[config.mk]
export PLATFORM = sky130hd
export DESIGN_NAME = sram_subsystem
export DESIGN_NICKNAME = d
export VERILOG_FILES = /design/src/verilog/sram_pkg.sv /design/src/verilog/wb_if.sv /design/src/verilog/cmd_fifo.sv /design/src/verilog/sram_ctrl.sv /design/src/verilog/sram_subsystem.sv /design/src/verilog/wb_initiator.sv
export VERILOG_INCLUDE_DIRS = /design/src /design/src/verilog
export SDC_FILE = /design/constraint.sdc
export NUM_CORES = 1
export LEC_CHECK = 0
export BUFFER_PORTS_ARGS = -buffer_cell sky130_fd_sc_hd__buf_2
export CAP_MARGIN = 15
export CORE_MARGIN = 4
export CORE_UTILIZATION = 32
export CTS_CLUSTER_DIAMETER = 50
export DETAILED_ROUTE_END_ITERATION = 10
export PLACE_DENSITY = 0.54
export REMOVE_ABC_BUFFERS = 1
export SETUP_SLACK_MARGIN = 0.3
export SYNTH_ARGS = -nofsm -noshare
export SYNTH_HDL_FRONTEND = slang
export SYNTH_SLANG_ARGS = --single-unit
[constraint.sdc]
create_clock -name wb_clock_i -period 2.6 [get_ports wb_clock_i]
set_input_delay 0 -clock wb_clock_i [delete_from_list [all_inputs] [get_ports wb_clock_i]]
set_output_delay 0 -clock wb_clock_i [all_outputs]
set_load 0.02 [all_outputs]
[src/verilog/sram_macros.svh]
/*
 * Bus and data widths, clock period, SRAM access times
 * and command queue depth for the SRAM subsystem
 */
`ifndef SRAM_MACROS_SVH
`define SRAM_MACROS_SVH

// Data bus, one byte per SRAM word
`define SRAM_DATA_WIDTH 8
// 32 KiB of SRAM
`define SRAM_ADDR_WIDTH 15
// Host and Wishbone address, RAM sits at the bottom quarter
`define WB_ADDR_WIDTH 17

// Bus clock period and AS6C-class access times, all in ns
`define SRAM_CLOCK_NS 20
`define SRAM_READ_NS 55
`define SRAM_WRITE_NS 45

// Queue entries, power of two
`define CMD_FIFO_DEPTH 4
// Read value for addresses outside the RAM region
`define UNMAPPED_READ_DATA 8'hFF

`endif

[src/verilog/sram_pkg.sv]
/*
 * Shared types for the SRAM subsystem
 * Host command struct and ns to clock cycle conversion
 */
`include "sram_macros.svh"

package sram_pkg;

    // One host command as it travels through the queue
    // Data only matters for writes
    typedef struct packed {
        logic                        we;
        logic [`WB_ADDR_WIDTH-1:0]   addr;
        logic [`SRAM_DATA_WIDTH-1:0] data;
    } sram_cmd_t;

    // Whole clock cycles needed to cover a delay, rounded up
    // 55 ns and 45 ns both give 3 at a 20 ns clock
    function automatic int ns_to_cycles(input int ns);
        int cycles;
        cycles = (ns + `SRAM_CLOCK_NS - 1) / `SRAM_CLOCK_NS;
        return cycles;
    endfunction

endpackage

[src/verilog/wb_if.sv]
/*
 * Wishbone B4 pipelined bus between the initiator and the SRAM controller
 * Single initiator, single byte lane, no error signalling
 */
`timescale 1ns/1ps
`include "sram_macros.svh"

interface wb_if;

    // Request side, driven by the initiator
    logic [`WB_ADDR_WIDTH-1:0]   adr;
    logic [`SRAM_DATA_WIDTH-1:0] dat_w;
    logic                        we;
    logic                        cyc;
    logic                        stb;
    // Address decode result, peripheral only responds when set
    logic                        sel;

    // Response side, driven by the peripheral
    logic [`SRAM_DATA_WIDTH-1:0] dat_r;
    // High while the peripheral cannot take a new request
    logic                        stall;
    // One cycle pulse ends the transaction, dat_r valid for reads
    logic                        ack;

    modport initiator (
        output adr, dat_w, we, cyc, stb, sel,
        input  dat_r, stall, ack
    );

    modport peripheral (
        input  adr, dat_w, we, cyc, stb, sel,
        output dat_r, stall, ack
    );

endinterface

[src/verilog/cmd_fifo.sv]
/*
 * Command queue between the host port and the Wishbone initiator
 * Circular buffer with wrap-bit pointers, valid/ready on both sides
 */
`timescale 1ns/1ps
`include "sram_macros.svh"

module cmd_fifo (
    input  logic                wb_clock_i,
    input  logic                rst_n_i,

    // Host side
    input  logic                push_valid_i,
    output logic                push_ready_o,
    input  sram_pkg::sram_cmd_t push_cmd_i,

    // Initiator side
    output logic                pop_valid_o,
    input  logic                pop_ready_i,
    output sram_pkg::sram_cmd_t pop_cmd_o
);
    localparam int PTR_W = $clog2(`CMD_FIFO_DEPTH);

    // Entry storage
    sram_pkg::sram_cmd_t entries [`CMD_FIFO_DEPTH];

    // Pointers carry one extra bit to tell full from empty
    logic [PTR_W:0] wr_ptr;
    logic [PTR_W:0] rd_ptr;
    logic           full;
    logic           empty;
    logic           push;
    logic           pop;
    // Holds ready low until the first edge after reset
    logic           ready_en;

    // Same slot, opposite lap
    assign full  = (wr_ptr[PTR_W] != rd_ptr[PTR_W]) &&
                   (wr_ptr[PTR_W-1:0] == rd_ptr[PTR_W-1:0]);
    // Same slot, same lap
    assign empty = (wr_ptr == rd_ptr);

    assign push_ready_o = ready_en && !full;
    assign pop_valid_o  = !empty;

    // Head of the queue is always visible to the initiator
    assign pop_cmd_o = entries[rd_ptr[PTR_W-1:0]];

    // Handshakes, both may happen on one edge
    assign push = push_valid_i && push_ready_o;
    assign pop  = pop_ready_i && pop_valid_o;

    always_ff @(posedge wb_clock_i or negedge rst_n_i) begin
        if (!rst_n_i) begin
            wr_ptr   <= '0;
            rd_ptr   <= '0;
            ready_en <= 1'b0;
        end else begin
            ready_en <= 1'b1;
            if (push) begin
                wr_ptr <= wr_ptr + 1'b1;
            end
            if (pop) begin
                rd_ptr <= rd_ptr + 1'b1;
            end
        end
    end

    // Storage write, contents are don't-care until pushed
    always_ff @(posedge wb_clock_i) begin
        if (push) begin
            entries[wr_ptr[PTR_W-1:0]] <= push_cmd_i;
        end
    end

endmodule

[src/verilog/sram_ctrl.sv]
/*
 * Wishbone peripheral for an asynchronous 8-bit SRAM
 * Turns each bus request into a timed OE or WE strobe on the SRAM pins
 */
`timescale 1ns/1ps
`include "sram_macros.svh"

module sram_ctrl (
    input  logic                         wb_clock_i,
    input  logic                         rst_n_i,

    // Wishbone bus
    wb_if.peripheral                     wb,

    // SRAM pins, data bus split into in, out and output enable
    output logic                         ram_oe_o,
    output logic                         ram_we_o,
    output logic                         ram_data_oe_o,
    output logic [`SRAM_ADDR_WIDTH-1:0]  ram_addr_o,
    output logic [`SRAM_DATA_WIDTH-1:0]  ram_data_o,
    input  logic [`SRAM_DATA_WIDTH-1:0]  ram_data_i
);
    // Extra cycles to hold the strobe after the accept edge
    // Read covers tAA and tOE, write covers the WE pulse width
    localparam int READ_HOLD  = sram_pkg::ns_to_cycles(`SRAM_READ_NS);
    localparam int WRITE_HOLD = sram_pkg::ns_to_cycles(`SRAM_WRITE_NS);
    localparam int HOLD_MAX   = (READ_HOLD > WRITE_HOLD) ? READ_HOLD : WRITE_HOLD;
    localparam int CNT_W      = $clog2(HOLD_MAX + 1);

    // One-hot states
    typedef enum logic [3:0] {
        ST_READY   = 4'b0001,
        ST_READING = 4'b0010,
        ST_HIGHZ   = 4'b0100,
        ST_WRITING = 4'b1000
    } state_t;

    state_t             state;
    logic [CNT_W-1:0]   cycle_count;
    logic               accept;

    // New request only when idle and not stalling
    assign accept = (state == ST_READY) && wb.cyc && wb.stb && wb.sel && !wb.stall;

    // Drive the data bus for the whole write pulse
    assign ram_data_oe_o = ram_we_o;

    always_ff @(posedge wb_clock_i or negedge rst_n_i) begin
        if (!rst_n_i) begin
            state       <= ST_READY;
            cycle_count <= '0;
            wb.ack      <= 1'b0;
            wb.stall    <= 1'b0;
            ram_oe_o    <= 1'b0;
            ram_we_o    <= 1'b0;
        end else begin
            case (state)
                ST_READY: begin
                    wb.ack <= 1'b0;
                    if (accept) begin
                        cycle_count <= '0;
                        wb.stall    <= 1'b1;
                        // Strobes start together with the address
                        ram_oe_o    <= !wb.we;
                        ram_we_o    <= wb.we;
                        state       <= wb.we ? ST_WRITING : ST_READING;
                    end
                end
                ST_READING: begin
                    if (cycle_count == CNT_W'(READ_HOLD)) begin
                        // Data valid now, end the read
                        wb.ack   <= 1'b1;
                        ram_oe_o <= 1'b0;
                        state    <= ST_HIGHZ;
                    end else begin
                        cycle_count <= cycle_count + 1'b1;
                    end
                end
                ST_HIGHZ: begin
                    // Let the SRAM release the bus before the next access
                    wb.ack   <= 1'b0;
                    wb.stall <= 1'b0;
                    state    <= ST_READY;
                end
                ST_WRITING: begin
                    if (cycle_count == CNT_W'(WRITE_HOLD)) begin
                        // Pulse width met, no recovery needed after a write
                        wb.ack   <= 1'b1;
                        wb.stall <= 1'b0;
                        ram_we_o <= 1'b0;
                        state    <= ST_READY;
                    end else begin
                        cycle_count <= cycle_count + 1'b1;
                    end
                end
                default: begin
                    wb.ack   <= 1'b0;
                    wb.stall <= 1'b0;
                    ram_oe_o <= 1'b0;
                    ram_we_o <= 1'b0;
                    state    <= ST_READY;
                end
            endcase
        end
    end

    // Address and data captured at accept, read data at the end of the read
    always_ff @(posedge wb_clock_i) begin
        if (accept) begin
            ram_addr_o <= wb.adr[`SRAM_ADDR_WIDTH-1:0];
            ram_data_o <= wb.dat_w;
        end
        if (state == ST_READING && cycle_count == CNT_W'(READ_HOLD)) begin
            wb.dat_r <= ram_data_i;
        end
    end

endmodule

[src/verilog/sram_subsystem.sv]
/*
 * Top level of the SRAM subsystem
 * Host command queue, Wishbone initiator and SRAM controller
 */
`timescale 1ns/1ps
`include "sram_macros.svh"

module sram_subsystem (
    input  logic                         wb_clock_i,
    input  logic                         rst_n_i,

    // Host command port
    input  logic                         host_valid_i,
    output logic                         host_ready_o,
    input  logic                         host_we_i,
    input  logic [`WB_ADDR_WIDTH-1:0]    host_addr_i,
    input  logic [`SRAM_DATA_WIDTH-1:0]  host_data_i,

    // Read responses
    output logic                         rsp_valid_o,
    output logic [`SRAM_DATA_WIDTH-1:0]  rsp_data_o,

    // SRAM pins
    output logic                         ram_oe_o,
    output logic                         ram_we_o,
    output logic                         ram_data_oe_o,
    output logic [`SRAM_ADDR_WIDTH-1:0]  ram_addr_o,
    output logic [`SRAM_DATA_WIDTH-1:0]  ram_data_o,
    input  logic [`SRAM_DATA_WIDTH-1:0]  ram_data_i
);
    sram_pkg::sram_cmd_t host_cmd;
    sram_pkg::sram_cmd_t head_cmd;
    logic                head_valid;
    logic                head_ready;

    // Host fields packed into one queue entry
    assign host_cmd = '{we: host_we_i, addr: host_addr_i, data: host_data_i};

    // Internal Wishbone bus
    wb_if bus ();

    cmd_fifo cmd_fifo_i (
        .wb_clock_i   (wb_clock_i),
        .rst_n_i      (rst_n_i),
        .push_valid_i (host_valid_i),
        .push_ready_o (host_ready_o),
        .push_cmd_i   (host_cmd),
        .pop_valid_o  (head_valid),
        .pop_ready_i  (head_ready),
        .pop_cmd_o    (head_cmd)
    );

    wb_initiator wb_initiator_i (
        .wb_clock_i  (wb_clock_i),
        .rst_n_i     (rst_n_i),
        .cmd_valid_i (head_valid),
        .cmd_ready_o (head_ready),
        .cmd_i       (head_cmd),
        .wb          (bus.initiator),
        .rsp_valid_o (rsp_valid_o),
        .rsp_data_o  (rsp_data_o)
    );

    sram_ctrl sram_ctrl_i (
        .wb_clock_i    (wb_clock_i),
        .rst_n_i       (rst_n_i),
        .wb            (bus.peripheral),
        .ram_oe_o      (ram_oe_o),
        .ram_we_o      (ram_we_o),
        .ram_data_oe_o (ram_data_oe_o),
        .ram_addr_o    (ram_addr_o),
        .ram_data_o    (ram_data_o),
        .ram_data_i    (ram_data_i)
    );

endmodule

[src/verilog/wb_initiator.sv]
/*
 * Wishbone initiator that drains the command queue
 * Decodes the RAM region, runs one bus cycle at a time, returns read data
 */
`timescale 1ns/1ps
`include "sram_macros.svh"

module wb_initiator (
    input  logic                         wb_clock_i,
    input  logic                         rst_n_i,

    // Command queue side
    input  logic                         cmd_valid_i,
    output logic                         cmd_ready_o,
    input  sram_pkg::sram_cmd_t          cmd_i,

    // Wishbone bus
    wb_if.initiator                      wb,

    // Read responses, in command order, no back-pressure
    output logic                         rsp_valid_o,
    output logic [`SRAM_DATA_WIDTH-1:0]  rsp_data_o
);
    typedef enum logic [1:0] {
        ST_IDLE,
        ST_REQUEST,
        ST_WAIT_ACK,
        ST_RESPOND
    } state_t;

    state_t              state;
    // Command currently being served
    sram_pkg::sram_cmd_t cmd_q;
    // Registered RAM region decode of cmd_q
    logic                mapped_q;
    logic                pop;
    logic                in_ram;

    // RAM occupies addresses where the bits above the SRAM address are zero
    assign in_ram = (cmd_i.addr[`WB_ADDR_WIDTH-1:`SRAM_ADDR_WIDTH] == '0);

    // Only take a new command once the last one has finished
    assign cmd_ready_o = (state == ST_IDLE);
    assign pop         = cmd_valid_i && cmd_ready_o;

    // Bus request comes straight from the state
    assign wb.cyc   = (state == ST_REQUEST) || (state == ST_WAIT_ACK);
    assign wb.stb   = (state == ST_REQUEST);
    assign wb.sel   = mapped_q;
    assign wb.adr   = cmd_q.addr;
    assign wb.dat_w = cmd_q.data;
    assign wb.we    = cmd_q.we;

    always_ff @(posedge wb_clock_i or negedge rst_n_i) begin
        if (!rst_n_i) begin
            state       <= ST_IDLE;
            mapped_q    <= 1'b0;
            rsp_valid_o <= 1'b0;
        end else begin
            // Response is a single cycle pulse
            rsp_valid_o <= 1'b0;
            case (state)
                ST_IDLE: begin
                    if (pop) begin
                        mapped_q <= in_ram;
                        // Unmapped commands never touch the bus
                        state    <= in_ram ? ST_REQUEST : ST_RESPOND;
                    end
                end
                ST_REQUEST: begin
                    // Accepted when the peripheral is not stalling
                    if (!wb.stall) begin
                        state <= ST_WAIT_ACK;
                    end
                end
                ST_WAIT_ACK: begin
                    // Hold cyc until ack, then report reads
                    if (wb.ack) begin
                        rsp_valid_o <= !cmd_q.we;
                        state       <= ST_IDLE;
                    end
                end
                ST_RESPOND: begin
                    // Local completion of an unmapped command
                    rsp_valid_o <= !cmd_q.we;
                    state       <= ST_IDLE;
                end
                default: begin
                    state <= ST_IDLE;
                end
            endcase
        end
    end

    // Command and read data payload
    always_ff @(posedge wb_clock_i) begin
        if (pop) begin
            cmd_q <= cmd_i;
        end
        if (state == ST_WAIT_ACK && wb.ack) begin
            rsp_data_o <= wb.dat_r;
        end else if (state == ST_RESPOND) begin
            rsp_data_o <= `UNMAPPED_READ_DATA;
        end
    end

endmodule
==> results.md <==
- Outcome: finished clean
- Worst reg2reg path startpoint: cmd_fifo_i.wr_ptr[2]
- Worst VDD drop: 0.484 mV
- WS Path Type: reg2reg
- Slowest-stage cell, CP: sky130_fd_sc_hd__dfrtp_1
- Die Footprint: 23900 µm²
- Layout area overhead: 24.6%
- Initial antenna violation count: 0
- Worst-case register-to-register setup slack: 0.55 ns
- Synthesized flop and latch total: 188
- Setup Fix Bufs, Post-CTS: 0
- Overall power: 0.00855 W
- Upper clock frequency limit: 489 MHz
- Actual slew at the worst max-slew pin: 0.549 ns
- Maximum number of pins on one net before global-route repair: 28
- Area fraction of the dominant cell type after synthesis: 72.9%
- Cell variety after synth: 48
- Setup crit start kind: flip-flop
- Max Buffers Root-to-Sink: 2
- Required time of the worst setup path: 2.72 ns
- GPL Wtd Cong: 0.710
- Via Count: 3239
- XOR/XNOR Fraction of Synth Area: 1.15%
- Wire length of the first global-routing pass: 19.6 mm
- Final-report setup violation count: 0
- Wire per inst: 16.8 µm
- Share of the clock period used by the worst path after layout: 78.7%
- Power density over the cells: 997 nW/µm²
- Worst-path fanout max: 16
- Worst Path Arrival: 2.17 ns
- Cell chosen for the clock root: sky130_fd_sc_hd__clkbuf_16
- Share of synthesized registers carrying an async set or reset: 11.2%
- Part of the Yosys area used for sequential elements: 80.6%
- Storage cell area: 5540 µm²
- Class of the tightest hold or removal check: in2async
- Clock Latency Late Sink: 0.42 ns
- Total of hold buffers inserted after clock tree synthesis: 36
- EDFF count, synth: 167
- R2R cell count: 5
- Syn Area/Cell: 21.6 µm²
- Clock transition at the registers of the reported paths: 0.07 ns
- Initial Util: 32.6%
- Top cells by area in the synthesized netlist: sky130_fd_sc_hd__edfxtp_1, sky130_fd_sc_hd__mux4_2, sky130_fd_sc_hd__dfrtp_1, sky130_fd_sc_hd__ha_1, sky130_fd_sc_hd__xnor2_1
- Number of max-capacitance violations reported: 0
- Ratio of cells with drive above 1 in the final layout: 34.5%
- Number of non-filler instances in the completed layout: 733
- Combined area of the multi-input logic cells: 1250 µm²
- Ant diodes: 0
- Number of remaining DRC errors: 0
- Hold Fails Final Rpt: 0
- Post-detailed-route via-to-cell ratio: 4.42
- Worst-case clock skew: 0.0141 ns
- Remaining number of nets flagged by the antenna check after routing: 0
- CTS sink cnt: 188
- Placed Cells: 666
- Clock tree from TritonCTS: done
- Number of buffers inserted during clock tree synthesis: 17
- Worst relative slew slack: 63.4%
- Slowest cell delay on critical path: 0.40 ns
- IO buf count: 72
- Capture instance of the worst register-to-register path: cmd_fifo_i.entries[2][4]
- Top Ports: 73
- Detailed placement HPWL: 7.63 mm
- Number of warnings reported in the yosys synthesis log: 0
- Total routed wirelength: 12.3 mm
- Cells after Synth: 319
- Core footprint: 21100 µm²
- Global route overflow: 0
- H-tree lvl count: 4
- Combinational family with the most area after synthesis: multiplexers
- NumNets Final: 494
- GR Util All Layers: 10.8%
- Proportion of synthesized area in mux cells: 9.22%
- Fill cell count: 1911
- Netlist Area Pre-Place: 6880 µm²
- Die H: 155 µm
- Cell type contributing the most total cell area after synthesis: sky130_fd_sc_hd__edfxtp_1
- Static power due to leakage: 2.98 nW
- Share of the synthesized area in compound gates (AO/OA/AOI/OAI): 1.80%
- Final critical delay including setup and external delays: 2.05 ns
- Total number of placement rows: 53
- Number of resized instances in the post-cts repair step: 0
- Cell family contributing the most delay on the critical path: simple AND/OR/NAND/NOR gates
- Number of global-route vias before repair: 3491
- Post-synthesis simple-gate area fraction: 3.84%
- Number of DRC markers after the initial detailed-route iteration: 192
- Cell-by-cell listing of the critical path: xnor2_1 -> nand3b_1 -> and2_1 -> and3_2 -> buf_12
- Die width: 155 µm
- Critical path endpoint category: flip-flop
- Adder-cell share of the synthesized area: 2.00%
- Most used flip-flop cell after synthesis: sky130_fd_sc_hd__edfxtp_1
- Number of buffers and inverters on the critical path: 1
- Setup repair after global routing missed its margin: no
- Pre-Repair DR Iteration Count: 4
- Final Max Tran Viols: 0
==> cell usage in the layout, fill, tap and decap left out, drive strengths merged, types with 8 or more instances in the layout <==
master       Yosys  final
dfrtp           20     20
mux4            25     25
inv              7     12
ha              11     11
dlygate4sd3      0     36
nor2             9      9
buf              8     83
edfxtp         167    167
clkbuf           3     18
or2              8      8
xnor2            8      8
==> cells in the mapped netlist, types with 2 or more instances <==
master                       n
sky130_fd_sc_hd__a22o_1      2
sky130_fd_sc_hd__a22oi_1     2
sky130_fd_sc_hd__mux2_1      3
sky130_fd_sc_hd__nand2_1     3
sky130_fd_sc_hd__nor2b_1     2
sky130_fd_sc_hd__dfrtp_1    20
sky130_fd_sc_hd__mux2_2      2
sky130_fd_sc_hd__mux4_2     25
sky130_fd_sc_hd__nor2_1      8
sky130_fd_sc_hd__edfxtp_1  167
sky130_fd_sc_hd__inv_1       7
sky130_fd_sc_hd__nor4_1      3
sky130_fd_sc_hd__nand3_1     2
sky130_fd_sc_hd__clkbuf_1    3
sky130_fd_sc_hd__o22ai_1     3
sky130_fd_sc_hd__xnor2_1     8
sky130_fd_sc_hd__and3_1      3
sky130_fd_sc_hd__buf_2       6
sky130_fd_sc_hd__and2_1      2
sky130_fd_sc_hd__or2_2       8
sky130_fd_sc_hd__ha_1       11
sky130_fd_sc_hd__a21oi_1     3
==> flip-flops by register name (all words and copies together) (netlist names), 2 cells and up <==
name	flops
wb_initiator_i.rsp_data_o	8
sram_ctrl_i.ram_addr_o	15
cmd_fifo_i.wr_ptr	3
sram_ctrl_i.ram_data_o	8
sram_ctrl_i.state	4
sram_ctrl_i.cycle_count	2
cmd_fifo_i.rd_ptr	3
wb_initiator_i.wb.dat_w	8
cmd_fifo_i.entries	104
sram_ctrl_i.wb.dat_r	8
wb_initiator_i.state	2
wb_initiator_i.wb.adr	15
==> kinds of logic (layout without fill, tap and decap cells) <==
logic type | count (synthesis) | count (layout)
other cells | 1 | 1
xor+xnor | 9 | 9
fa+ha+maj | 11 | 11
compound gates | 17 | 17
flops | 188 | 188
buf+inv | 19 | 158
simple gates | 43 | 43
mux | 31 | 31
==> metal layers <==
| layer | share of wire [%] | global-route usage [%] | routed length (µm) | up-vias |
|---|---|---|---|---|
| met2 | 52 | 18.5 | 6390 | 59 |
| li1 | - | - | - | 1522 |
| met1 | 43 | 13.3 | 5310 | 1651 |
| met5 | 0 | 0 | 0 | - |
| met3 | 3.8 | 3.22 | 470 | 7 |
| met4 | 0.91 | 3.28 | 112 | 0 |
==> through the flow <==
step	hold slack [ns]	setup TNS [ns]	setup slack [ns]	utilization (%)	cell area, µm²
2_1_floorplan	-0.296	-49.40	-0.481	-	6820
3_3_place_gp	-0.00615	0	0.576	36.3	7640
3_5_place_dp	0.00759	0	0.546	36.3	7640
4_1_cts	0.101	0	0.530	40.7	8570
5_1_grt	0.134	0	0.421	40.7	8570
6_report	0.0870	0	0.554	40.7	8570
==> layout make-up <==
| class | count | share of cell area (%) |
|---|---|---|
| flip-flops and latches | 188 | 64.7 |
| multi-input cells | 112 | 14.6 |
| repair buffers | 119 | 9.66 |
| clock buffers | 18 | 5.01 |
| well taps | 275 | 4.01 |
| clock inverters | 13 | 1.62 |
| inverters | 8 | 0.409 |
==> worst max path at each step <==
stage	cells past startpoint	from	to	slack, ns
final	5	cmd_fifo_i.wr_ptr[2]	cmd_fifo_i.entries[2][4]	0.55
after global routing	5	cmd_fifo_i.wr_ptr[2]	cmd_fifo_i.entries[2][4]	0.42
after CTS	5	sram_ctrl_i.state[0]	sram_ctrl_i.cycle_count[0]	0.53
after global placement	5	cmd_fifo_i.wr_ptr[2]	cmd_fifo_i.entries[2][10]	0.58
after detailed placement	5	sram_ctrl_i.state[0]	sram_ctrl_i.cycle_count[0]	0.55
after floorplan	4	cmd_fifo_i.rd_ptr[0]	cmd_fifo_i.entries[0][0]	-0.48
==> power breakdown <==
group          leakage, nW  switching [W]  total, W  internal, W
Sequential            1.76       0.000197   0.00424      0.00404
Clock                0.274        0.00111   0.00253      0.00142
Combinational        0.941       0.000978   0.00179     0.000807
Note: power is estimated with default switching activity, not from simulation.
